==> src/lane_defines.svh <==
`ifndef LANE_DEFINES_SVH
`define LANE_DEFINES_SVH

// Register file geometry
`define VL_WORD_W      32
`define VL_BYTES       4
`define VL_VRF_DEPTH   512
`define VL_VRF_AW      9

// Mask file geometry
`define VL_MASK_DEPTH  32
`define VL_MASK_AW     5

// ALU control code and pipe depths
`define VL_CTRL_W      6
`define VL_READ_DELAY  2
`define VL_WB_DELAY    2

`endif

==> src/lane_mask_file.sv <==
`timescale 1ns/1ps
`default_nettype none

`include "lane_defines.svh"

module lane_mask_file (
   input  wire logic                     clk_i,
   input  wire logic                     rst_i,
   // Read side
   input  wire logic [`VL_MASK_AW-1:0]   raddr_i,
   // Commit from write-back
   input  wire logic                     wen_i,
   input  wire logic [`VL_MASK_AW-1:0]   waddr_i,
   input  wire logic                     wdata_i,
   output logic                          mask_bit_o
);

   // One mask bit per element, cleared at load time
   logic [`VL_MASK_DEPTH-1:0] mem = '0;

   logic [`VL_MASK_AW-1:0] raddr_q;
   logic                   bit_q;

   //////////////////////////////////////////////////
   // Write port
   //////////////////////////////////////////////////

   always_ff @(posedge clk_i) begin
      if (wen_i) begin
         mem[waddr_i] <= wdata_i;
      end
   end

   //////////////////////////////////////////////////
   // Read port
   //////////////////////////////////////////////////

   // First stage holds the address
   always_ff @(posedge clk_i) begin
      if (!rst_i) begin
         raddr_q <= '0;
      end else begin
         raddr_q <= raddr_i;
      end
   end

   // Second stage holds the stored bit
   always_ff @(posedge clk_i) begin
      if (!rst_i) begin
         bit_q <= 1'b0;
      end else begin
         bit_q <= mem[raddr_q];
      end
   end

   assign mask_bit_o = bit_q;

   // Committed mask writes carry a known address and bit
   a_waddr_range: assert property (@(posedge clk_i) disable iff (!rst_i)
      wen_i |-> !$isunknown({waddr_i, wdata_i}));

endmodule

`default_nettype wire

==> config.mk <==
export PLATFORM = sky130hd
export DESIGN_NAME = lane_mask_file
export DESIGN_NICKNAME = d
export VERILOG_FILES = /design/src/lane_mask_file.sv
export VERILOG_INCLUDE_DIRS = /design/src /design/src/src
export SDC_FILE = /design/constraint.sdc
export NUM_CORES = 1
export LEC_CHECK = 0
export BUFFER_PORTS_ARGS = -buffer_cell sky130_fd_sc_hd__buf_2
export CORE_MARGIN = 2
export CORE_UTILIZATION = 40
export CTS_CLUSTER_SIZE = 20
export DETAILED_ROUTE_END_ITERATION = 8
export PLACE_DENSITY_LB_ADDON = 0.2
export SYNTH_ARGS = -nofsm -noshare
export SYNTH_HDL_FRONTEND = slang
export SYNTH_SLANG_ARGS = --single-unit
==> constraint.sdc <==
create_clock -name clk_i -period 3.4 [get_ports clk_i]
set_input_delay 0.68 -clock clk_i [delete_from_list [all_inputs] [get_ports clk_i]]
set_output_delay 0.68 -clock clk_i [all_outputs]
set_load 0.01 [all_outputs]
==> flow_metrics.py, run 1 <==
metrics = {
    "run_status": {
        "outcome": "finished, final reports clean",
    },
    "clocking": {
        "insertion_delay_ps": 280,
        "cts-hold-fix-buffers": 0,
        "cts.root.buffer_cell": "sky130_fd_sc_hd__clkbuf_8",
        "clockBufferDepth": 2,
        "worst_path_clk_slew_ps": 70,
        "post-cts-setup-buffers": 0,
        "cts_tree": "done",
        "h_tree_depth": 2,
        "postCtsResizedCells": 0,
        "clock-sinks": 38,
        "cts_made_buffers": 5,
    },
    "job": {
        "cap_viol_max_count": 0,
    },
    "logic_synthesis": {
        "post_synth_xor_area_fraction_pct": 0,
        "number_of_warnings_printed_during_yosys_synthesis": 0,
        "ys_ff_latch": 38,
        "ys_seq_area_share_pct": 66.16,
        "synth-edff-count": 32,
        "cell_types_occupying_the_most_area_after_synthesis": "sky130_fd_sc_hd__edfxtp_1, sky130_fd_sc_hd__nor2_1, sky130_fd_sc_hd__dfxtp_1, sky130_fd_sc_hd__mux4_2, sky130_fd_sc_hd__mux4_1",
        "synth_fa_ha_area_share_pct": 0,
        "synth.mux.area_fraction_pct": 12.94,
        "ffs_w_async_s_r_synth_pct": 0,
        "dominant_register_cell_in_the_synthesized_netlist": "sky130_fd_sc_hd__edfxtp_1",
        "synthesis.nets": 126,
        "synthDominantCellAreaShare_pct": 58.81,
        "dominant_cell_type_by_area_after_synthesis": "sky130_fd_sc_hd__edfxtp_1",
        "synthesis.area_mm2": 0.001634,
        "post_synth.cell_area_avg_um2": 14.59,
        "synth_top_family_by_area": "simple AND/OR/NAND/NOR gates",
        "synth_cells": 112,
        "synth-compound-area-share_pct": 3.369,
        "synth.distinct_cells": 24,
        "yosys.area_share.simple_pct": 16.08,
    },
    "finish": {
        "antenna-diode-count": 0,
        "final_common_cell": "sky130_fd_sc_hd__nor2_1",
        "nFillCells": 365,
        "nets": 144,
        "finish.cell_count_without_fillers": 180,
        "highest_count_cells_in_the_layout_ignoring_fill_and_taps": "sky130_fd_sc_hd__nor2_1, sky130_fd_sc_hd__edfxtp_1, sky130_fd_sc_hd__buf_2",
        "areaGrowthSynthToFinish_pct": 11.72,
        "drive_above_1_share_pct": 24.62,
    },
    "route": {
        "drcViolationCount": 0,
        "via_count": 914,
        "post_drt_wl_per_cell_um": 15.27,
        "routed_wl_mm": 2.749,
        "routed_via_density": 5.078,
        "route.antenna.remaining_nets": 0,
        "detail_route.first_pass.iterations": 5,
        "initialDrtViolationCount": 30,
    },
    "global_route": {
        "grt_overflow_total": 0,
        "grt_start_max_net_pins": 33,
        "antenna_violations_before_repair": 0,
        "first_global_vias": 916,
        "total_routing_resource_utilization_after_global_routing_pct": 14.22,
        "grt_pass1_wl_mm": 4.547,
    },
    "worst_setup_path": {
        "worst_r2r_path_depth": 4,
        "cp_max_fo": 9,
        "setup.worst_path.start_class": "register",
        "reg2reg_from": "raddr_q[1]$_SDFF_PN0_",
        "worstPathRequired_ps": 3560,
        "timing.critical_path.to_type": "register",
        "crit_path_max_incr_delay_ps": 620,
        "worst_setup_path_startpoint": "raddr_q[1]$_SDFF_PN0_",
        "cp_slowest_cell": "sky130_fd_sc_hd__dfxtp_1",
        "rr_endpoint": "mask_bit_o$_SDFF_PN0_",
        "critical_path_data_arrival_time_ps": 1960,
        "rrSetupSlack_ps": 1600,
        "critical_path_class": "register to register",
        "series_of_cell_instances_along_the_critical_path": "mux4_2 > mux2_2 > o21ai_0 > a311oi_1",
        "critical_path.endpoint": "mask_bit_o$_SDFF_PN0_",
    },
    "die": {
        "dieHeight_um": 67.92,
        "floorplan.core_area_mm2": 0.003971,
        "i_o_pins": 15,
        "dieArea_mm2": 0.004612,
        "initial_core_util_pct": 41.15,
        "placementRows": 23,
        "die_width_um": 67.92,
    },
    "timing": {
        "max_slew_margin_pct": 67.91,
        "max_freq_mhz": 556.7,
        "clock_period_minus_worst_slack_ps": 1796,
        "finalSetupViolations": 0,
        "unrepaired_setup_endpoints_after_global_routing": "false",
        "finalSetupTns_ps": 0,
        "finalHoldWorstSlack_ps": 542.7,
        "worst-slew-pin-transition_ps": 480.8,
        "finalWorstSetupSlack_ps": 1604,
        "slew_viol_final": 0,
        "final.period_utilization_pct": 52.83,
        "fin_worst_skew_ps": 2.236,
        "hold_viol": 0,
    },
    "place": {
        "routabilityCongestion": 0.7243,
        "dp_hpwl_mm": 1.873,
        "port_buffers": 14,
        "dp_slack_ps": 1552,
        "numPlacedInstances": 173,
    },
    "power_and_ir_drop": {
        "pwr_density_cell_mw_per_mm2": 472.1,
        "power.static_leakage_nw": 0.5887,
        "power.total_mw": 0.8618,
        "max-vdd-ir-drop_v": 0.0002073,
    },
    "min_path": {
        "worst_min_delay_path_class": "register to register",
    },
}
==> flip-flops by register name (all words and copies together), names as in the netlist <==
| signal | count |
|---|---|
| mask_bit_o | 1 |
| mem | 32 |
| raddr_q | 5 |
==> kinds of logic after synthesis <==
logic type,Yosys count
compound gates,5
buf+inv,4
simple gates,54
mux,11
flops,38
==> metal layers <==
layer	GRT usage (%)	routed length (um)
met1	18.85	1331
met2	21.20	1214
met3	4.605	141
met4	6.750	61
met5	0	0
==> critical path, delay by kind of cell, from the launching register on <==
| family | cells | cell delay, ps |
|---|---|---|
| AO/OA/AOI/OAI | 2 | 230 |
| multiplexers | 2 | 830 |
| flip-flops | 1 | 620 |
==> worst min-delay path by stage <==
stage / start / endpoint / slack, ps / cells after the start
final: raddr_q[4]$_SDFF_PN0_ / mask_bit_o$_SDFF_PN0_ / 540 / 1
after CTS: raddr_q[4]$_SDFF_PN0_ / mask_bit_o$_SDFF_PN0_ / 540 / 1
after global placement: raddr_q[4]$_SDFF_PN0_ / mask_bit_o$_SDFF_PN0_ / 540 / 1
after detailed placement: raddr_q[4]$_SDFF_PN0_ / mask_bit_o$_SDFF_PN0_ / 520 / 1
after floorplan: raddr_q[4]$_SDFF_PN0_ / mask_bit_o$_SDFF_PN0_ / 500 / 1
after global routing: raddr_q[4]$_SDFF_PN0_ / mask_bit_o$_SDFF_PN0_ / 570 / 1
==> cell usage after synthesis (2+ instances only) <==
master and instances:
sky130_fd_sc_hd__and2_1 5, sky130_fd_sc_hd__mux2_2 2, sky130_fd_sc_hd__edfxtp_1 32, sky130_fd_sc_hd__nand3b_1 5, sky130_fd_sc_hd__or3b_2 3, sky130_fd_sc_hd__mux4_2 4
sky130_fd_sc_hd__nand2_1 2, sky130_fd_sc_hd__mux4_1 3, sky130_fd_sc_hd__mux2i_1 2, sky130_fd_sc_hd__nor2_1 33, sky130_fd_sc_hd__nand3_1 3, sky130_fd_sc_hd__dfxtp_1 6
==> cell type report <==
type,count,area (um2),area share [%]
repair buffers,14,70.07,3.838
well taps,50,62.56,3.427
flip-flops and latches,38,1081,59.22
inverters,1,3.754,0.2056
clock buffers,5,68.82,3.770
multi-input cells,70,529.3,28.99
clock inverters,2,10.01,0.5483
==> power breakdown <==
part,switching [mW],internal [mW]
logic,0.0284,0.0271
clock network,0.147,0.137
registers,0.00877,0.513
==> stage by stage <==
stage	instance area (um2)	util (%)
2_1_floorplan	1634	-
3_3_place_gp	1747	43.98
6_report	1826	45.97
5_1_grt	1826	45.97
4_1_cts	1826	45.97
3_5_place_dp	1747	43.98
No activity file was read; power rests on OpenSTA's default activity.
==> run 2, diff against run 1 <==
==> constraint.sdc (replaced) <==
create_clock -name clk_i -period 1.49 [get_ports clk_i]
set_input_delay 0.298 -clock clk_i [delete_from_list [all_inputs] [get_ports clk_i]]
set_output_delay 0.298 -clock clk_i [all_outputs]
set_load 0.01 [all_outputs]
==> flow_metrics.py, run 2 (synthesis results as in run 1) <==
metrics = {
    "run_status": {
        "outcome": "finished, final reports clean",
    },
    "die": {
        "dieHeight_um": 67.92,
        "die_width_um": 67.92,
        "placementRows": 23,
        "dieArea_mm2": 0.004612,
        "floorplan.core_area_mm2": 0.003971,
        "initial_core_util_pct": 41.15,
        "i_o_pins": 15,
    },
    "route": {
        "routed_wl_mm": 3.076,
        "met3RoutedLength_um": 142,
        "route.layer.met1.wl_mm": 1.503,
        "routed_via_density": 5.080,
        "via_count": 955,
        "route.top_layer_used": "met4",
        "wl_met2_mm": 1.399,
        "initialDrtViolationCount": 36,
        "route.antenna.remaining_nets": 0,
        "detail_route.first_pass.iterations": 4,
        "drcViolationCount": 0,
        "post_drt_wl_per_cell_um": 16.36,
    },
    "clocking": {
        "post-cts-setup-buffers": 0,
        "cts_made_buffers": 5,
        "insertion_delay_ps": 290,
        "cts-hold-fix-buffers": 0,
        "clockBufferDepth": 2,
        "cts_tree": "done",
        "cts.root.buffer_cell": "sky130_fd_sc_hd__clkbuf_8",
        "worst_path_clk_slew_ps": 80,
        "clock-sinks": 38,
        "h_tree_depth": 2,
    },
    "timing": {
        "unrepaired_setup_endpoints_after_global_routing": "true",
        "final.period_utilization_pct": 98.71,
        "max_slew_margin_pct": 67.93,
        "slew_viol_final": 0,
        "hold_viol": 0,
        "finalSetupViolations": 0,
        "finalWorstSetupSlack_ps": 19.22,
        "max_freq_mhz": 679.9,
        "clock_period_minus_worst_slack_ps": 1471,
        "finalSetupTns_ps": 0,
        "fin_worst_skew_ps": 8.244,
        "finalHoldWorstSlack_ps": 216.3,
        "worst-slew-pin-transition_ps": 481.0,
    },
    "min_path": {
        "worst_hold_path.num_cells": 2,
        "whs_endpoint": "raddr_q[3]$_SDFF_PN0_",
        "worst_min_delay_path_class": "input pin to register",
        "worstHoldStart": "raddr_i[3]",
    },
    "global_route": {
        "total_routing_resource_utilization_after_global_routing_pct": 15.74,
        "grt_overflow_total": 0,
        "first_global_vias": 1024,
        "grt_pass1_wl_mm": 5.085,
        "grt_start_max_net_pins": 33,
        "antenna_violations_before_repair": 0,
    },
    "worst_setup_path": {
        "timing.critical_path.to_type": "register",
        "critical_path_data_arrival_time_ps": 1630,
        "series_of_cell_instances_along_the_critical_path": "mux4_2 > mux2_4 > o21ai_2 > a311oi_1",
        "worstPathRequired_ps": 1650,
        "worst_r2r_path_depth": 4,
        "setup.worst_path.start_class": "register",
        "cp_slowest_cell": "sky130_fd_sc_hd__mux4_2",
        "cp_max_fo": 3,
        "rr_endpoint": "mask_bit_o$_SDFF_PN0_",
        "crit_path_max_incr_delay_ps": 500,
        "critical_path_class": "register to register",
        "reg2reg_from": "raddr_q[1]$_SDFF_PN0_",
        "rrSetupSlack_ps": 20,
    },
    "power_and_ir_drop": {
        "max-vdd-ir-drop_v": 0.0005663,
        "power.total_mw": 2.001,
        "share_of_power_burned_in_the_clock_network_pct": 33.0,
        "power.internal_mw": 1.569,
        "pwr-share-comb_pct": 7.8,
        "switchingPower_mw": 0.4326,
        "power.sequential.fraction_pct": 59.2,
        "power.static_leakage_nw": 0.6184,
        "p_sw_share_pct": 21.61,
        "pwr_density_cell_mw_per_mm2": 1058,
    },
    "place": {
        "routabilityCongestion": 0.7318,
        "post_dp_cell_area_mm2": 0.001797,
        "dp_hpwl_mm": 2.113,
        "numPlacedInstances": 180,
        "port_buffers": 14,
        "dp_slack_ps": -20.23,
    },
    "finish": {
        "highest_count_cells_in_the_layout_ignoring_fill_and_taps": "sky130_fd_sc_hd__nor2_1, sky130_fd_sc_hd__edfxtp_1, sky130_fd_sc_hd__buf_2",
        "areaGrowthSynthToFinish_pct": 15.77,
        "nets": 151,
        "drive_above_1_share_pct": 32.61,
        "nFillCells": 383,
        "finish.cell_count_without_fillers": 188,
        "final_common_cell": "sky130_fd_sc_hd__nor2_1",
        "largest_register_ffs": 32,
        "finish.instance_area_mm2": 0.001892,
        "finish.utilization_pct": 47.64,
        "antenna-diode-count": 0,
        "top_register": "mem",
    },
    "job": {
        "cap_viol_max_count": 0,
    },
}
[run 2: changes by cell type in the layout (fill, tap and decap cells not counted), moves of 2 or more]
cell	change
sky130_fd_sc_hd__buf_4	+6
sky130_fd_sc_hd__dfxtp_1	-2
sky130_fd_sc_hd__dfxtp_4	+2
sky130_fd_sc_hd__mux4_1	-3
sky130_fd_sc_hd__mux4_2	+3
[run 2: final cells by class]
type | count | area (um2) | share of cell area [%]
flip-flops and latches | 38 | 1089 | 57.54
clock inverters | 2 | 8.758 | 0.4630
well taps | 50 | 62.56 | 3.307
clock buffers | 6 | 72.57 | 3.836
inverters | 1 | 3.754 | 0.1984
repair buffers | 21 | 126.4 | 6.680
multi-input cells | 70 | 529.3 | 27.98
[run 2: power by group through the flow]
stage	Clock [mW]	Sequential (mW)	Combinational [mW]
final	0.661	1.18	0.156
after CTS	0.672	1.19	0.153
after floorplan	0	1.20	0.0878
after global placement	0	1.21	0.148
after detailed placement	0	1.21	0.151
after global routing	0.730	1.19	0.172
[run 2: what timing repair did]
item / in CTS / in global routing
setup endpoints to repair: 1 / 1
gates resized for setup: 2 / 7
pin swaps: 0 / 5
[run 2: worst max path at each step]
stage	end	cells past startpoint	slack, ps	start
6_report	mask_bit_o$_SDFF_PN0_	4	20	raddr_q[1]$_SDFF_PN0_
5_1_grt	mask_bit_o$_SDFF_PN0_	4	-40	raddr_q[0]$_SDFF_PN0_
4_1_cts	mask_bit_o$_SDFF_PN0_	4	4	raddr_q[1]$_SDFF_PN0_
3_5_place_dp	mask_bit_o$_SDFF_PN0_	4	-20	raddr_q[1]$_SDFF_PN0_
3_3_place_gp	mask_bit_o$_SDFF_PN0_	4	9	raddr_q[1]$_SDFF_PN0_
2_1_floorplan	mask_bit_o$_SDFF_PN0_	5	8	raddr_q[1]$_SDFF_PN0_
[run 2: layer usage]
layer | vias up | GRT usage [%]
met2 | 27 | 24.51
met1 | 463 | 20.72
li1 | 461 | -
met4 | 0 | 5.250
met3 | 4 | 5.428
met5 | - | 0
[run 2: critical path: cells and delay by family (launching register included)]
family / cells / cell delay, ps
flops: 1 / 370
mux: 2 / 770
compound gates: 2 / 200
