<file path="config.mk">
export PLATFORM = sky130hd
export DESIGN_NAME = lane_writeback
export DESIGN_NICKNAME = d
export VERILOG_FILES = /design/src/lane_pkg.sv /design/src/lane_writeback.sv
export VERILOG_INCLUDE_DIRS = /design/src /design/src/src
export SDC_FILE = /design/constraint.sdc
export NUM_CORES = 1
export LEC_CHECK = 0
export ABC_AREA = 1
export BUFFER_PORTS_ARGS = -buffer_cell sky130_fd_sc_hd__buf_4
export CORE_ASPECT_RATIO = 1.75
export CORE_MARGIN = 10
export CORE_UTILIZATION = 40
export DETAILED_ROUTE_END_ITERATION = 6
export PLACE_DENSITY_LB_ADDON = 0.08
export REMOVE_ABC_BUFFERS = 1
export SLEW_MARGIN = 20
export SYNTH_ARGS = -nofsm -noshare
export SYNTH_HDL_FRONTEND = slang
export SYNTH_SLANG_ARGS = --single-unit
</file>
<file path="constraint.sdc">
create_clock -name clk_i -period 0.8 [get_ports clk_i]
set_clock_uncertainty 0.1 [all_clocks]
set_input_delay 0 -clock clk_i [delete_from_list [all_inputs] [get_ports clk_i]]
set_output_delay 0 -clock clk_i [all_outputs]
set_load 0.005 [all_outputs]
</file>
<file path="src/lane_defines.svh">
`ifndef LANE_DEFINES_SVH
`define LANE_DEFINES_SVH

// Register file geometry
`define VL_WORD_W      32
`define VL_BYTES       4
`define VL_VRF_DEPTH   512
`define VL_VRF_AW      9

// Mask file geometry
`define VL_MASK_DEPTH  32
`define VL_MASK_AW     5

// ALU control code and pipe depths
`define VL_CTRL_W      6
`define VL_READ_DELAY  2
`define VL_WB_DELAY    2

`endif

</file>
<file path="src/lane_pkg.sv">
`default_nettype none

package lane_pkg;

   //////////////////////////////////////////////////
   // Element width
   //////////////////////////////////////////////////

   // Code 3 is not a legal width and reads as a zero element
   typedef enum logic [1:0] {
      SEW_8  = 2'd0,
      SEW_16 = 2'd1,
      SEW_32 = 2'd2
   } sew_e;

   //////////////////////////////////////////////////
   // Write data source
   //////////////////////////////////////////////////

   typedef enum logic {
      WB_SRC_ALU  = 1'b0,
      WB_SRC_LOAD = 1'b1
   } wb_src_e;

endpackage

`default_nettype wire

</file>
<file path="src/lane_writeback.sv">
`timescale 1ns/1ps
`default_nettype none

`include "lane_defines.svh"

module lane_writeback
   import lane_pkg::*;
(
   input  wire logic                      clk_i,
   input  wire logic                      rst_i,
   // Write issue
   input  wire logic [`VL_VRF_AW-1:0]     waddr_i,
   input  wire logic [`VL_BYTES-1:0]      bwen_i,
   input  wire wb_src_e                   wdata_sel_i,
   input  wire logic [`VL_WORD_W-1:0]     load_data_i,
   input  wire logic [`VL_WORD_W-1:0]     alu_res_i,
   input  wire logic                      alu_vld_i,
   input  wire logic                      request_control_i,
   input  wire logic                      vector_mask_i,
   input  wire logic [`VL_MASK_AW-1:0]    vmrf_addr_i,
   input  wire logic                      vmrf_wen_i,
   input  wire logic                      alu_mask_i,
   // Mask bit read for this write
   input  wire logic                      mask_bit_i,
   // Register file commit
   output logic [`VL_VRF_AW-1:0]          vrf_waddr_o,
   output logic [`VL_WORD_W-1:0]          vrf_wdata_o,
   output logic [`VL_BYTES-1:0]           vrf_bwen_o,
   // Mask file commit
   output logic                           vmrf_wen_o,
   output logic [`VL_MASK_AW-1:0]         vmrf_waddr_o,
   output logic                           vmrf_wdata_o
);

   localparam int LAST = `VL_WB_DELAY - 1;

   logic [`VL_WORD_W-1:0]  wdata_sel;

   // Write pipe, one entry per stage
   logic [`VL_VRF_AW-1:0]  waddr_q [`VL_WB_DELAY];
   logic [`VL_WORD_W-1:0]  wdata_q [`VL_WB_DELAY];
   logic [`VL_BYTES-1:0]   bwen_q  [`VL_WB_DELAY];
   logic [`VL_MASK_AW-1:0] maddr_q [`VL_WB_DELAY];
   logic [`VL_WB_DELAY-1:0] vm_q;
   logic [`VL_WB_DELAY-1:0] en_q;
   logic [`VL_WB_DELAY-1:0] mwen_q;
   logic [`VL_WB_DELAY-1:0] mdata_q;

   logic [`VL_BYTES-1:0]   bwen_masked;

   // Source select at issue
   assign wdata_sel = (wdata_sel_i == WB_SRC_LOAD) ? load_data_i : alu_res_i;

   //////////////////////////////////////////////////
   // Pipe stages
   //////////////////////////////////////////////////

   always_ff @(posedge clk_i) begin
      if (!rst_i) begin
         for (int s = 0; s < `VL_WB_DELAY; s++) begin
            waddr_q[s] <= '0;
            wdata_q[s] <= '0;
            bwen_q[s]  <= '0;
            maddr_q[s] <= '0;
         end
         vm_q    <= '0;
         en_q    <= '0;
         mwen_q  <= '0;
         mdata_q <= '0;
      end else begin
         waddr_q[0] <= waddr_i;
         wdata_q[0] <= wdata_sel;
         bwen_q[0]  <= bwen_i;
         maddr_q[0] <= vmrf_addr_i;
         for (int s = 1; s < `VL_WB_DELAY; s++) begin
            waddr_q[s] <= waddr_q[s-1];
            wdata_q[s] <= wdata_q[s-1];
            bwen_q[s]  <= bwen_q[s-1];
            maddr_q[s] <= maddr_q[s-1];
         end
         vm_q    <= {vm_q[LAST-1:0], vector_mask_i};
         en_q    <= {en_q[LAST-1:0], alu_vld_i | request_control_i};
         mwen_q  <= {mwen_q[LAST-1:0], vmrf_wen_i};
         mdata_q <= {mdata_q[LAST-1:0], alu_mask_i};
      end
   end

   //////////////////////////////////////////////////
   // Commit
   //////////////////////////////////////////////////

   // Masked writes keep only lanes whose mask bit is set
   assign bwen_masked = vm_q[LAST] ? (bwen_q[LAST] & {`VL_BYTES{mask_bit_i}}) : bwen_q[LAST];

   assign vrf_waddr_o  = waddr_q[LAST];
   assign vrf_wdata_o  = wdata_q[LAST];
   assign vrf_bwen_o   = bwen_masked & {`VL_BYTES{en_q[LAST]}};
   assign vmrf_wen_o   = mwen_q[LAST] & en_q[LAST];
   assign vmrf_waddr_o = maddr_q[LAST];
   assign vmrf_wdata_o = mdata_q[LAST];

   // Nothing reaches the register file from a disabled issue
   a_bwen_idle: assert property (@(posedge clk_i) disable iff (!rst_i)
      !$past(alu_vld_i | request_control_i, `VL_WB_DELAY) |-> (vrf_bwen_o == '0));

endmodule

`default_nettype wire

</file>
==> results by group, run 1 <==
Worst hold path
  • Hold path depth: 4
  • Worst Hold Class: primary input to flop

Setup path
  • CP delay by family, top: flip-flops
  • Critical-path top delay cell: dfxtp_1
  • Worst path arrival time: 0.98 ns
  • CP Data Required Time: 0.70 ns
  • Critical path depth in cells: 4
  • Maximum fanout along the worst path: 4
  • Crit-path max cell delay: 0.30 ns
  • Worst path cell trace: nand2_1 -> nand2_2 -> nor2_1 -> buf_4
  • Critical path type: flop to output pin
  • Cells on worst reg2reg path: 2
  • Setup crit end kind: output pin
  • Worst Path Buf+Inv: 1
  • Worst setup SP type: flop

Cells and area
  • Nets: 771
  • Layout area overhead: 58.7%
  • Share of post-route cells with drive strength above 1: 29.2%
  • Register area: 0.00220 mm²
  • Commonest non-fill, non-tap cells in the layout: nand2_1 (141), inv_1 (113), buf_4 (101), dlygate4sd3_1 (87), dfxtp_1 (75)
  • Area of the multi-input gates: 798 µm²
  • Number of diodes: 0
  • Final Util: 65.0%
  • Filler instances: 769
  • Most common cell after layout, fill and taps aside: nand2_1
  • Post-route cell area: 0.00615 mm²

Place
  • Post-DP HPWL: 6.16 mm
  • Dpl cell area: 0.00471 mm²
  • Placer Congestion: 0.753
  • Port Buffers: 142
  • Placement Setup Slack: 0.0439 ns

Floorplan
  • Core area: 0.00947 mm²
  • # IOs: 143
  • Initial Util: 40.9%
  • Floorplan row count: 47
  • DIE WIDTH: 94.4 µm
  • Die Span Y: 150 µm
  • Die area: 0.0142 mm²

Logic synthesis
  • Yosys warning count: 0
  • Syn avg cell area: 7.80 µm²
  • Post-synthesis cell count: 497
  • Cell area after synthesis: 0.00388 mm²
  • Seq cells post-synth: 108
  • Post-synthesis cell type count: 8
  • Post-synthesis sequential area ratio: 55.8%

Pwr
  • Max rail drop VDD: 1.18 mV
  • Clock group share of total power: 41.2%
  • Pwr Density: 2010 mW/mm²
  • Combinational cell fraction of total power: 12.0%
  • Seq pwr share: 46.8%
  • LEAKAGE: 3.52 nW
  • Pint: 9.81 mW
  • Psw: 2.55 mW
  • Switch share: 20.6%

Detailed routing
  • Routed len/inst: 11.2 µm
  • Total length of routed wires: 9.00 mm
  • Vias post-DR: 3144
  • First drt pass iteration count: 4
  • DRT antenna net count: 0
  • Iteration-0 DRC Markers: 89
  • DRC Markers: 0
  • Drt via density: 3.90

Clock network
  • Clk buf depth: 2
  • Postcts setup bufs: 0
  • TritonCTS clock tree: yes
  • Cts bufs inserted: 9
  • Root buffer cell: clkbuf_16
  • Clock sinks: 108
  • Clock Latency Late Sink: 0.33 ns
  • Htree depth: 3
  • Worst-path clk slew: 0.07 ns

STA
  • Worst slew margin: 86.6%
  • Fmax: 0.925 GHz
  • Final hold vios: 0
  • Final worst setup slack: -0.281 ns
  • Unrepaired setup endpoints after global routing: true
  • Final slew viol count: 0
  • Fin crit period: 1.08 ns
  • Setup TNS: -3.72 ns
  • Hold Slack: 0.00234 ns
  • Slew @ Worst Pin: 0.201 ns
  • Tcrit/Tclk final: 135%
  • Final setup fails: 52

Global route
  • First-pass GRT wire length: 14.4 mm
  • Largest net degree at the start of global routing: 49
  • Vias in the first global route: 3253
  • Initial antenna violation count: 0
  • Grt ovf: 0
  • GRT Util Overall: 12.7%

Job
  • Max-cap violations: 0

Outcome
  • Status: finished, violations left
  • Failing checks: setup timing
## cell type report
class | count | share of cell area (%)
Clock inverter | 6 | 1.89
Inverter | 113 | 6.90
Clock buffer | 10 | 3.89
Tap cell | 122 | 2.48
Timing Repair Buffer | 237 | 36.0
Multi-Input combinational cell | 211 | 13.0
Sequential cell | 108 | 35.8
## repair_timing
action | CTS | global route
hold buffers | 87 | 0
endpoints found under the hold margin | 55 | 0
pin swaps | 1 | 3
resized for setup | 43 | 36
cloned | 0 | 0
setup endpoints to repair | 52 | 52
## layer usage
layer  up-vias  share of wire, %  global-route usage (%)
li1       1689                 -                       -
met1      1357                34                    11.5
met2        85                55                    23.5
met3        13               8.9                    5.23
met4         0               2.4                    5.88
met5         -                 0                       0
## worst min-delay path, delay by kind of cell
kind	cells	cell delay [ns]
buffers and inverters	3	0.35
AND/OR/NAND/NOR	1	0.05
## power by group through the flow
| stage | Clock [mW] | Sequential [mW] | Combinational (mW) |
|---|---|---|---|
| 2_1_floorplan | 0 | 5.87 | 0.306 |
| 3_3_place_gp | 0 | 5.86 | 1.06 |
| 3_5_place_dp | 0 | 5.87 | 1.08 |
| 4_1_cts | 5.23 | 5.76 | 1.47 |
| 5_1_grt | 5.47 | 5.81 | 1.64 |
| 6_report | 5.09 | 5.78 | 1.48 |
## cells in the mapped netlist (all sizes together)
| cell type | count | share of area [%] |
|---|---|---|
| nand2 | 142 | 14 |
| dfxtp | 108 | 56 |
| inv | 113 | 11 |
| o21a | 1 | 0.19 |
| buf | 65 | 13 |
| nor2 | 68 | 6.6 |
## kinds of logic after synthesis
family | synth area share [%]
AOI/OAI and AO/OA | 0.194
buffers and inverters | 23.7
and+or+nand+nor | 20.3
DFF | 55.8
## final timing paths
check                                 start                        end  slack (ns)
setup reg to reg  wdata_q[0][11]$_SDFF_PN0_  wdata_q[0][43]$_SDFF_PN0_        0.18
setup / recovery         vm_q[1]$_SDFF_PN0_              vrf_bwen_o[2]       -0.28
hold / removal                        rst_i  wdata_q[0][61]$_SDFF_PN0_       0.002
hold reg to reg    wdata_q[0][6]$_SDFF_PN0_  wdata_q[0][38]$_SDFF_PN0_        0.31
## sequential cells by signal, summed over array words and instances (netlist names)
| signal | flops |
|---|---|
| bwen_q | 8 |
| en_q | 2 |
| maddr_q | 10 |
| mdata_q | 2 |
| mwen_q | 2 |
| vm_q | 2 |
| waddr_q | 18 |
| wdata_q | 64 |
## stage by stage
stage / power, mW / std cells
after floorplan: 6.18 / 432
after global placement: 6.92 / 704
final: 12.4 / 807
after global routing: 12.9 / 807
after detailed placement: 6.95 / 704
after CTS: 12.5 / 807
(Power assumes the default switching activity.)
==> run 2: changes to the inputs <==
--- a/config.mk
+++ b/config.mk
@@ -10,7 +10,7 @@
 export BUFFER_PORTS_ARGS = -buffer_cell sky130_fd_sc_hd__buf_4
 export CORE_ASPECT_RATIO = 1.75
 export CORE_MARGIN = 10
-export CORE_UTILIZATION = 40
+export CORE_UTILIZATION = 44
 export DETAILED_ROUTE_END_ITERATION = 6
 export PLACE_DENSITY_LB_ADDON = 0.08
 export REMOVE_ABC_BUFFERS = 1
==> constraint.sdc (replaced) <==
create_clock -name clk_i -period 0.8 [get_ports clk_i]
set_clock_uncertainty 0.1 [all_clocks]
set_input_delay 0 -clock clk_i [delete_from_list [all_inputs] [get_ports clk_i]]
set_output_delay 0 -clock clk_i [all_outputs]
set_load 0.01 [all_outputs]
==> results by group, run 2 (synthesis results as in run 1) <==
Floorplan
  • Floorplan row count: 45
  • # IOs: 143
  • Core area: 0.00861 mm²
  • DIE WIDTH: 91.0 µm
  • Die Span Y: 144 µm
  • Initial Util: 45.0%
  • Die area: 0.0131 mm²

Setup path
  • Worst path arrival time: 0.97 ns
  • Worst setup SP type: flop
  • Worst reg-to-reg setup slack: 0.20 ns
  • CP Data Required Time: 0.70 ns
  • Setup crit end kind: output pin
  • Maximum fanout along the worst path: 4
  • Critical path type: flop to output pin

STA
  • Final setup fails: 52
  • Slew @ Worst Pin: 0.197 ns
  • Setup TNS: -3.97 ns
  • Fin crit period: 1.07 ns
  • Tcrit/Tclk final: 134%
  • Worst slew margin: 86.9%
  • Final worst setup slack: -0.274 ns
  • Unrepaired setup endpoints after global routing: true
  • Final slew viol count: 0
  • Hold Slack: 0.0338 ns
  • Fmax: 0.931 GHz
  • Final hold vios: 0

Global route
  • Grt ovf: 0
  • Largest net degree at the start of global routing: 49
  • Initial antenna violation count: 0
  • GRT Util Overall: 14.4%
  • First-pass GRT wire length: 15.0 mm
  • Vias in the first global route: 3275

Place
  • Placement Setup Slack: 0.0307 ns
  • Placed cell count: 697
  • Dpl cell area: 0.00468 mm²
  • Port Buffers: 142
  • Post-DP HPWL: 6.04 mm
  • Placer Congestion: 0.724

Detailed routing
  • Routed len/inst: 11.8 µm
  • First drt pass iteration count: 4
  • Iteration-0 DRC Markers: 145
  • DRC Markers: 0
  • DRT antenna net count: 0
  • Drt via density: 3.98
  • Total length of routed wires: 9.43 mm
  • Vias post-DR: 3191

Clock network
  • Clock Latency Late Sink: 0.33 ns
  • TritonCTS clock tree: yes
  • Clk buf depth: 2
  • Worst-path clk slew: 0.07 ns
  • Clock sinks: 108
  • Root buffer cell: clkbuf_16
  • Postcts setup bufs: 0
  • Cts bufs inserted: 9
  • Htree depth: 3

Pwr
  • LEAKAGE: 3.48 nW
  • Combinational cell fraction of total power: 13.5%
  • Switch share: 21.7%
  • Max rail drop VDD: 1.33 mV
  • Pint: 8.93 mW
  • Final Power: 11.4 mW
  • Seq pwr share: 50.8%
  • Psw: 2.48 mW
  • Pwr Density: 1870 mW/mm²
  • Clock group share of total power: 35.7%

Cells and area
  • Non-filler instance count after layout: 801
  • Most common cell after layout, fill and taps aside: nand2_1
  • Filler instances: 651
  • Commonest non-fill, non-tap cells in the layout: nand2_1 (139), inv_1 (111), buf_4 (97), dlygate4sd3_1 (88), nor2_1 (63)
  • Largest registers: wdata_q: 64 flops, waddr_q: 18 flops, maddr_q: 10 flops
  • Register name with the most flops: wdata_q
  • Share of post-route cells with drive strength above 1: 32.2%
  • Final Util: 70.9%
  • Nets: 770
  • Register area: 0.00222 mm²
  • Post-route cell area: 0.00610 mm²
  • Layout area overhead: 57.5%
  • Area of the multi-input gates: 821 µm²
  • Max reg flops: 64
  • Number of diodes: 0

Job
  • Max-cap violations: 0

Worst hold path
  • Worst Hold Class: primary input to flop

Outcome
  • Status: finished, violations left
  • Failing checks: setup timing
-- run 2: repair_timing --
| item | 4_1_cts | 5_1_grt |
|---|---|---|
| endpoints found under the hold margin | 56 | 0 |
| gates resized for setup | 82 | 25 |
| hold buffers | 88 | 0 |
| pin swaps | 5 | 4 |
| setup endpoints to repair | 52 | 54 |
-- run 2: worst paths after layout --
path	start	to	cells after the start
worst max-delay path	vm_q[1]$_SDFF_PN0_	vrf_bwen_o[1]	4
worst min-delay path	rst_i	wdata_q[0][52]$_SDFF_PN0_	4
worst max register to register	wdata_q[0][2]$_SDFF_PN0_	wdata_q[0][34]$_SDFF_PN0_	2
worst min register to register	waddr_q[0][5]$_SDFF_PN0_	waddr_q[0][14]$_SDFF_PN0_	2
-- run 2: area by class of cell --
cell class                      count  share of cell area, %
Clock buffer                       13                   4.26
Clock inverter                      3                  0.348
Timing Repair Buffer              236                   36.2
Sequential cell                   108                   36.4
Tap cell                          117                   2.40
Inverter                          113                   6.95
Multi-Input combinational cell    211                   13.4
-- run 2: power groups by stage --
| stage | clock (mW) | sequential [mW] | combinational, mW |
|---|---|---|---|
| after floorplan | 0 | 5.92 | 0.308 |
| after global placement | 0 | 5.86 | 1.08 |
| after detailed placement | 0 | 5.87 | 1.10 |
| after CTS | 4.23 | 5.78 | 1.53 |
| after global routing | 4.43 | 5.82 | 1.71 |
| final | 4.07 | 5.80 | 1.54 |
-- run 2: critical path, cell delays in order (launching register included) --
cell and delay [ns]:
dfxtp_1 0.31, nand2_2 0.07, nand2_4 0.06, nor2_2 0.08, buf_4 0.12
-- run 2: per-layer routing --
metal	GRT usage [%]	wire length (µm)
met5	0	0
met4	5.80	130
met3	5.81	659
met2	26.7	5260
met1	13.7	3380
==> run 3: changes to the inputs <==
--- a/config.mk
+++ b/config.mk
@@ -10,9 +10,9 @@
 export BUFFER_PORTS_ARGS = -buffer_cell sky130_fd_sc_hd__buf_4
 export CORE_ASPECT_RATIO = 1.75
 export CORE_MARGIN = 10
-export CORE_UTILIZATION = 44
+export CORE_UTILIZATION = 50
 export DETAILED_ROUTE_END_ITERATION = 6
-export PLACE_DENSITY_LB_ADDON = 0.08
+export PLACE_DENSITY = 0.81
 export REMOVE_ABC_BUFFERS = 1
 export SLEW_MARGIN = 20
 export SYNTH_ARGS = -nofsm -noshare
==> constraint.sdc (replaced) <==
create_clock -name clk_i -period 1.35 [get_ports clk_i]
set_clock_uncertainty 0.1 [all_clocks]
set_input_delay 0 -clock clk_i [delete_from_list [all_inputs] [get_ports clk_i]]
set_output_delay 0 -clock clk_i [all_outputs]
set_load 0.01 [all_outputs]
==> results by group, run 3 (synthesis results as in run 1) <==
Outcome
  • Status: finished clean

Pwr
  • Final Power: 6.82 mW
  • Max rail drop VDD: 0.856 mV
  • LEAKAGE: 3.54 nW
  • Pwr Density: 1140 mW/mm²

Detailed routing
  • DRC Markers: 0
  • First drt pass iteration count: 4
  • DRT antenna net count: 0
  • Total length of routed wires: 11.1 mm
  • Iteration-0 DRC Markers: 103
  • Vias post-DR: 3452
  • Drt via density: 4.36
  • Routed len/inst: 14.1 µm

Place
  • Port Buffers: 142
  • Post-DP HPWL: 6.65 mm
  • Placer Congestion: 0.807

Global route
  • GRT Util Overall: 18.8%
  • Grt ovf: 0
  • Largest net degree at the start of global routing: 38
  • Initial antenna violation count: 1
  • First-pass GRT wire length: 17.4 mm
  • Vias in the first global route: 3745

STA
  • Final hold vios: 0
  • Final slew viol count: 0
  • Tcrit/Tclk final: 96.0%
  • Fin crit period: 1.30 ns
  • Worst slew margin: 74.2%
  • Unrepaired setup endpoints after global routing: false
  • Fmax: 0.772 GHz
  • Slew @ Worst Pin: 0.386 ns
  • Final setup fails: 0
  • Setup TNS: 0 ns

Cells and area
  • Max reg flops: 64
  • Largest registers: wdata_q: 64 flops, waddr_q: 18 flops, maddr_q: 10 flops
  • Register name with the most flops: wdata_q
  • Share of post-route cells with drive strength above 1: 23.5%
  • Commonest non-fill, non-tap cells in the layout: buf_4 (148), nand2_1 (142), inv_1 (113), dfxtp_1 (108), dlygate4sd3_1 (103)
  • Most common cell after layout, fill and taps aside: buf_4
  • Nets: 788
  • Filler instances: 447
  • Layout area overhead: 54.1%

Setup path
  • CP Data Required Time: 1.49 ns
  • Worst setup SP type: primary input
  • Maximum fanout along the worst path: 1
  • Critical path type: primary input to flop
  • Worst path arrival time: 1.44 ns
  • Setup crit end kind: flop

Floorplan
  • Floorplan row count: 42
  • DIE WIDTH: 86.6 µm
  • # IOs: 143
  • Die Span Y: 136 µm
  • Core area: 0.00757 mm²
  • Die area: 0.0118 mm²
  • Initial Util: 51.2%

Clock network
  • Cts bufs inserted: 9
  • Clk buf depth: 2
  • Htree depth: 3
  • TritonCTS clock tree: yes
  • Root buffer cell: clkbuf_16
  • Clock sinks: 108
  • Worst-path clk slew: 0.06 ns
  • Clock Latency Late Sink: 0.34 ns

Job
  • Max-cap violations: 0

Worst hold path
  • Worst Hold Class: primary input to flop
-- run 3: path summary, 6_finish.rpt --
check                                 start                         to  slack [ns]  cells past startpoint
setup / recovery            load_data_i[24]  wdata_q[0][24]$_SDFF_PN0_        0.05                      7
hold / removal                  wdata_sel_i   wdata_q[0][8]$_SDFF_PN0_        0.01                      4
setup reg to reg  wdata_q[0][18]$_SDFF_PN0_  wdata_q[0][50]$_SDFF_PN0_        0.73                      2
hold reg to reg    wdata_q[0][7]$_SDFF_PN0_  wdata_q[0][39]$_SDFF_PN0_        0.31                      2
-- run 3: critical path, cell delays in order --
cell,delay [ns]
dlygate4sd3_1,0.56
buf_4,0.14
inv_1,0.04
nand2_1,0.04
dlygate4sd3_1,0.56
nand2_1,0.06
nor2_1,0.03
-- run 3: per-stage QoR --
stage	instance area (µm²)	utilization [%]	hold WS [ns]	instances	worst slack, ns
detailed placement	4640	61.4	0.0870	670	0.459
floorplan	3380	-	-0.00655	432	0.675
CTS	5980	79.0	0.00213	791	0.0726
finish	5970	78.9	0.0115	791	0.0541
global placement	4640	61.4	0.0818	670	0.501
global route	5970	78.9	0.0412	791	0.00472
-- run 3: where the power goes --
part / internal [mW] / switching (mW) / leakage (nW)
Sequential: 3.36 / 0.0505 / 0.895
Combinational: 0.566 / 0.382 / 2.51
Clock: 1.35 / 1.11 / 0.136
-- run 3: area by class of cell --
| class | count | area, µm² | share of cell area (%) |
|---|---|---|---|
| Inverter | 113 | 424 | 7.10 |
| Tap cell | 88 | 110 | 1.84 |
| Timing Repair Buffer | 254 | 2190 | 36.7 |
| Antenna cell | 1 | 2.50 | 0.0419 |
| Sequential cell | 108 | 2160 | 36.2 |
| Clock buffer | 13 | 260 | 4.36 |
| Clock inverter | 3 | 21.3 | 0.356 |
| Multi-Input combinational cell | 211 | 798 | 13.4 |
-- run 3: what timing repair did --
item / 4_1_cts / 5_1_grt
hold buffers: 105 / 0
hold endpoints to repair: 63 / 0
resized for setup: 0 / 2
endpoints found under the setup margin: 0 / 2
buffers inserted: 0 / 0
-- run 3: metal layers --
metal	vias up	wire [µm]	global-route usage, %
li1	1725	-	-
met1	1549	3500	15.8
met2	127	6210	34.3
met3	51	705	5.03
met4	0	711	16.6
met5	-	0	0
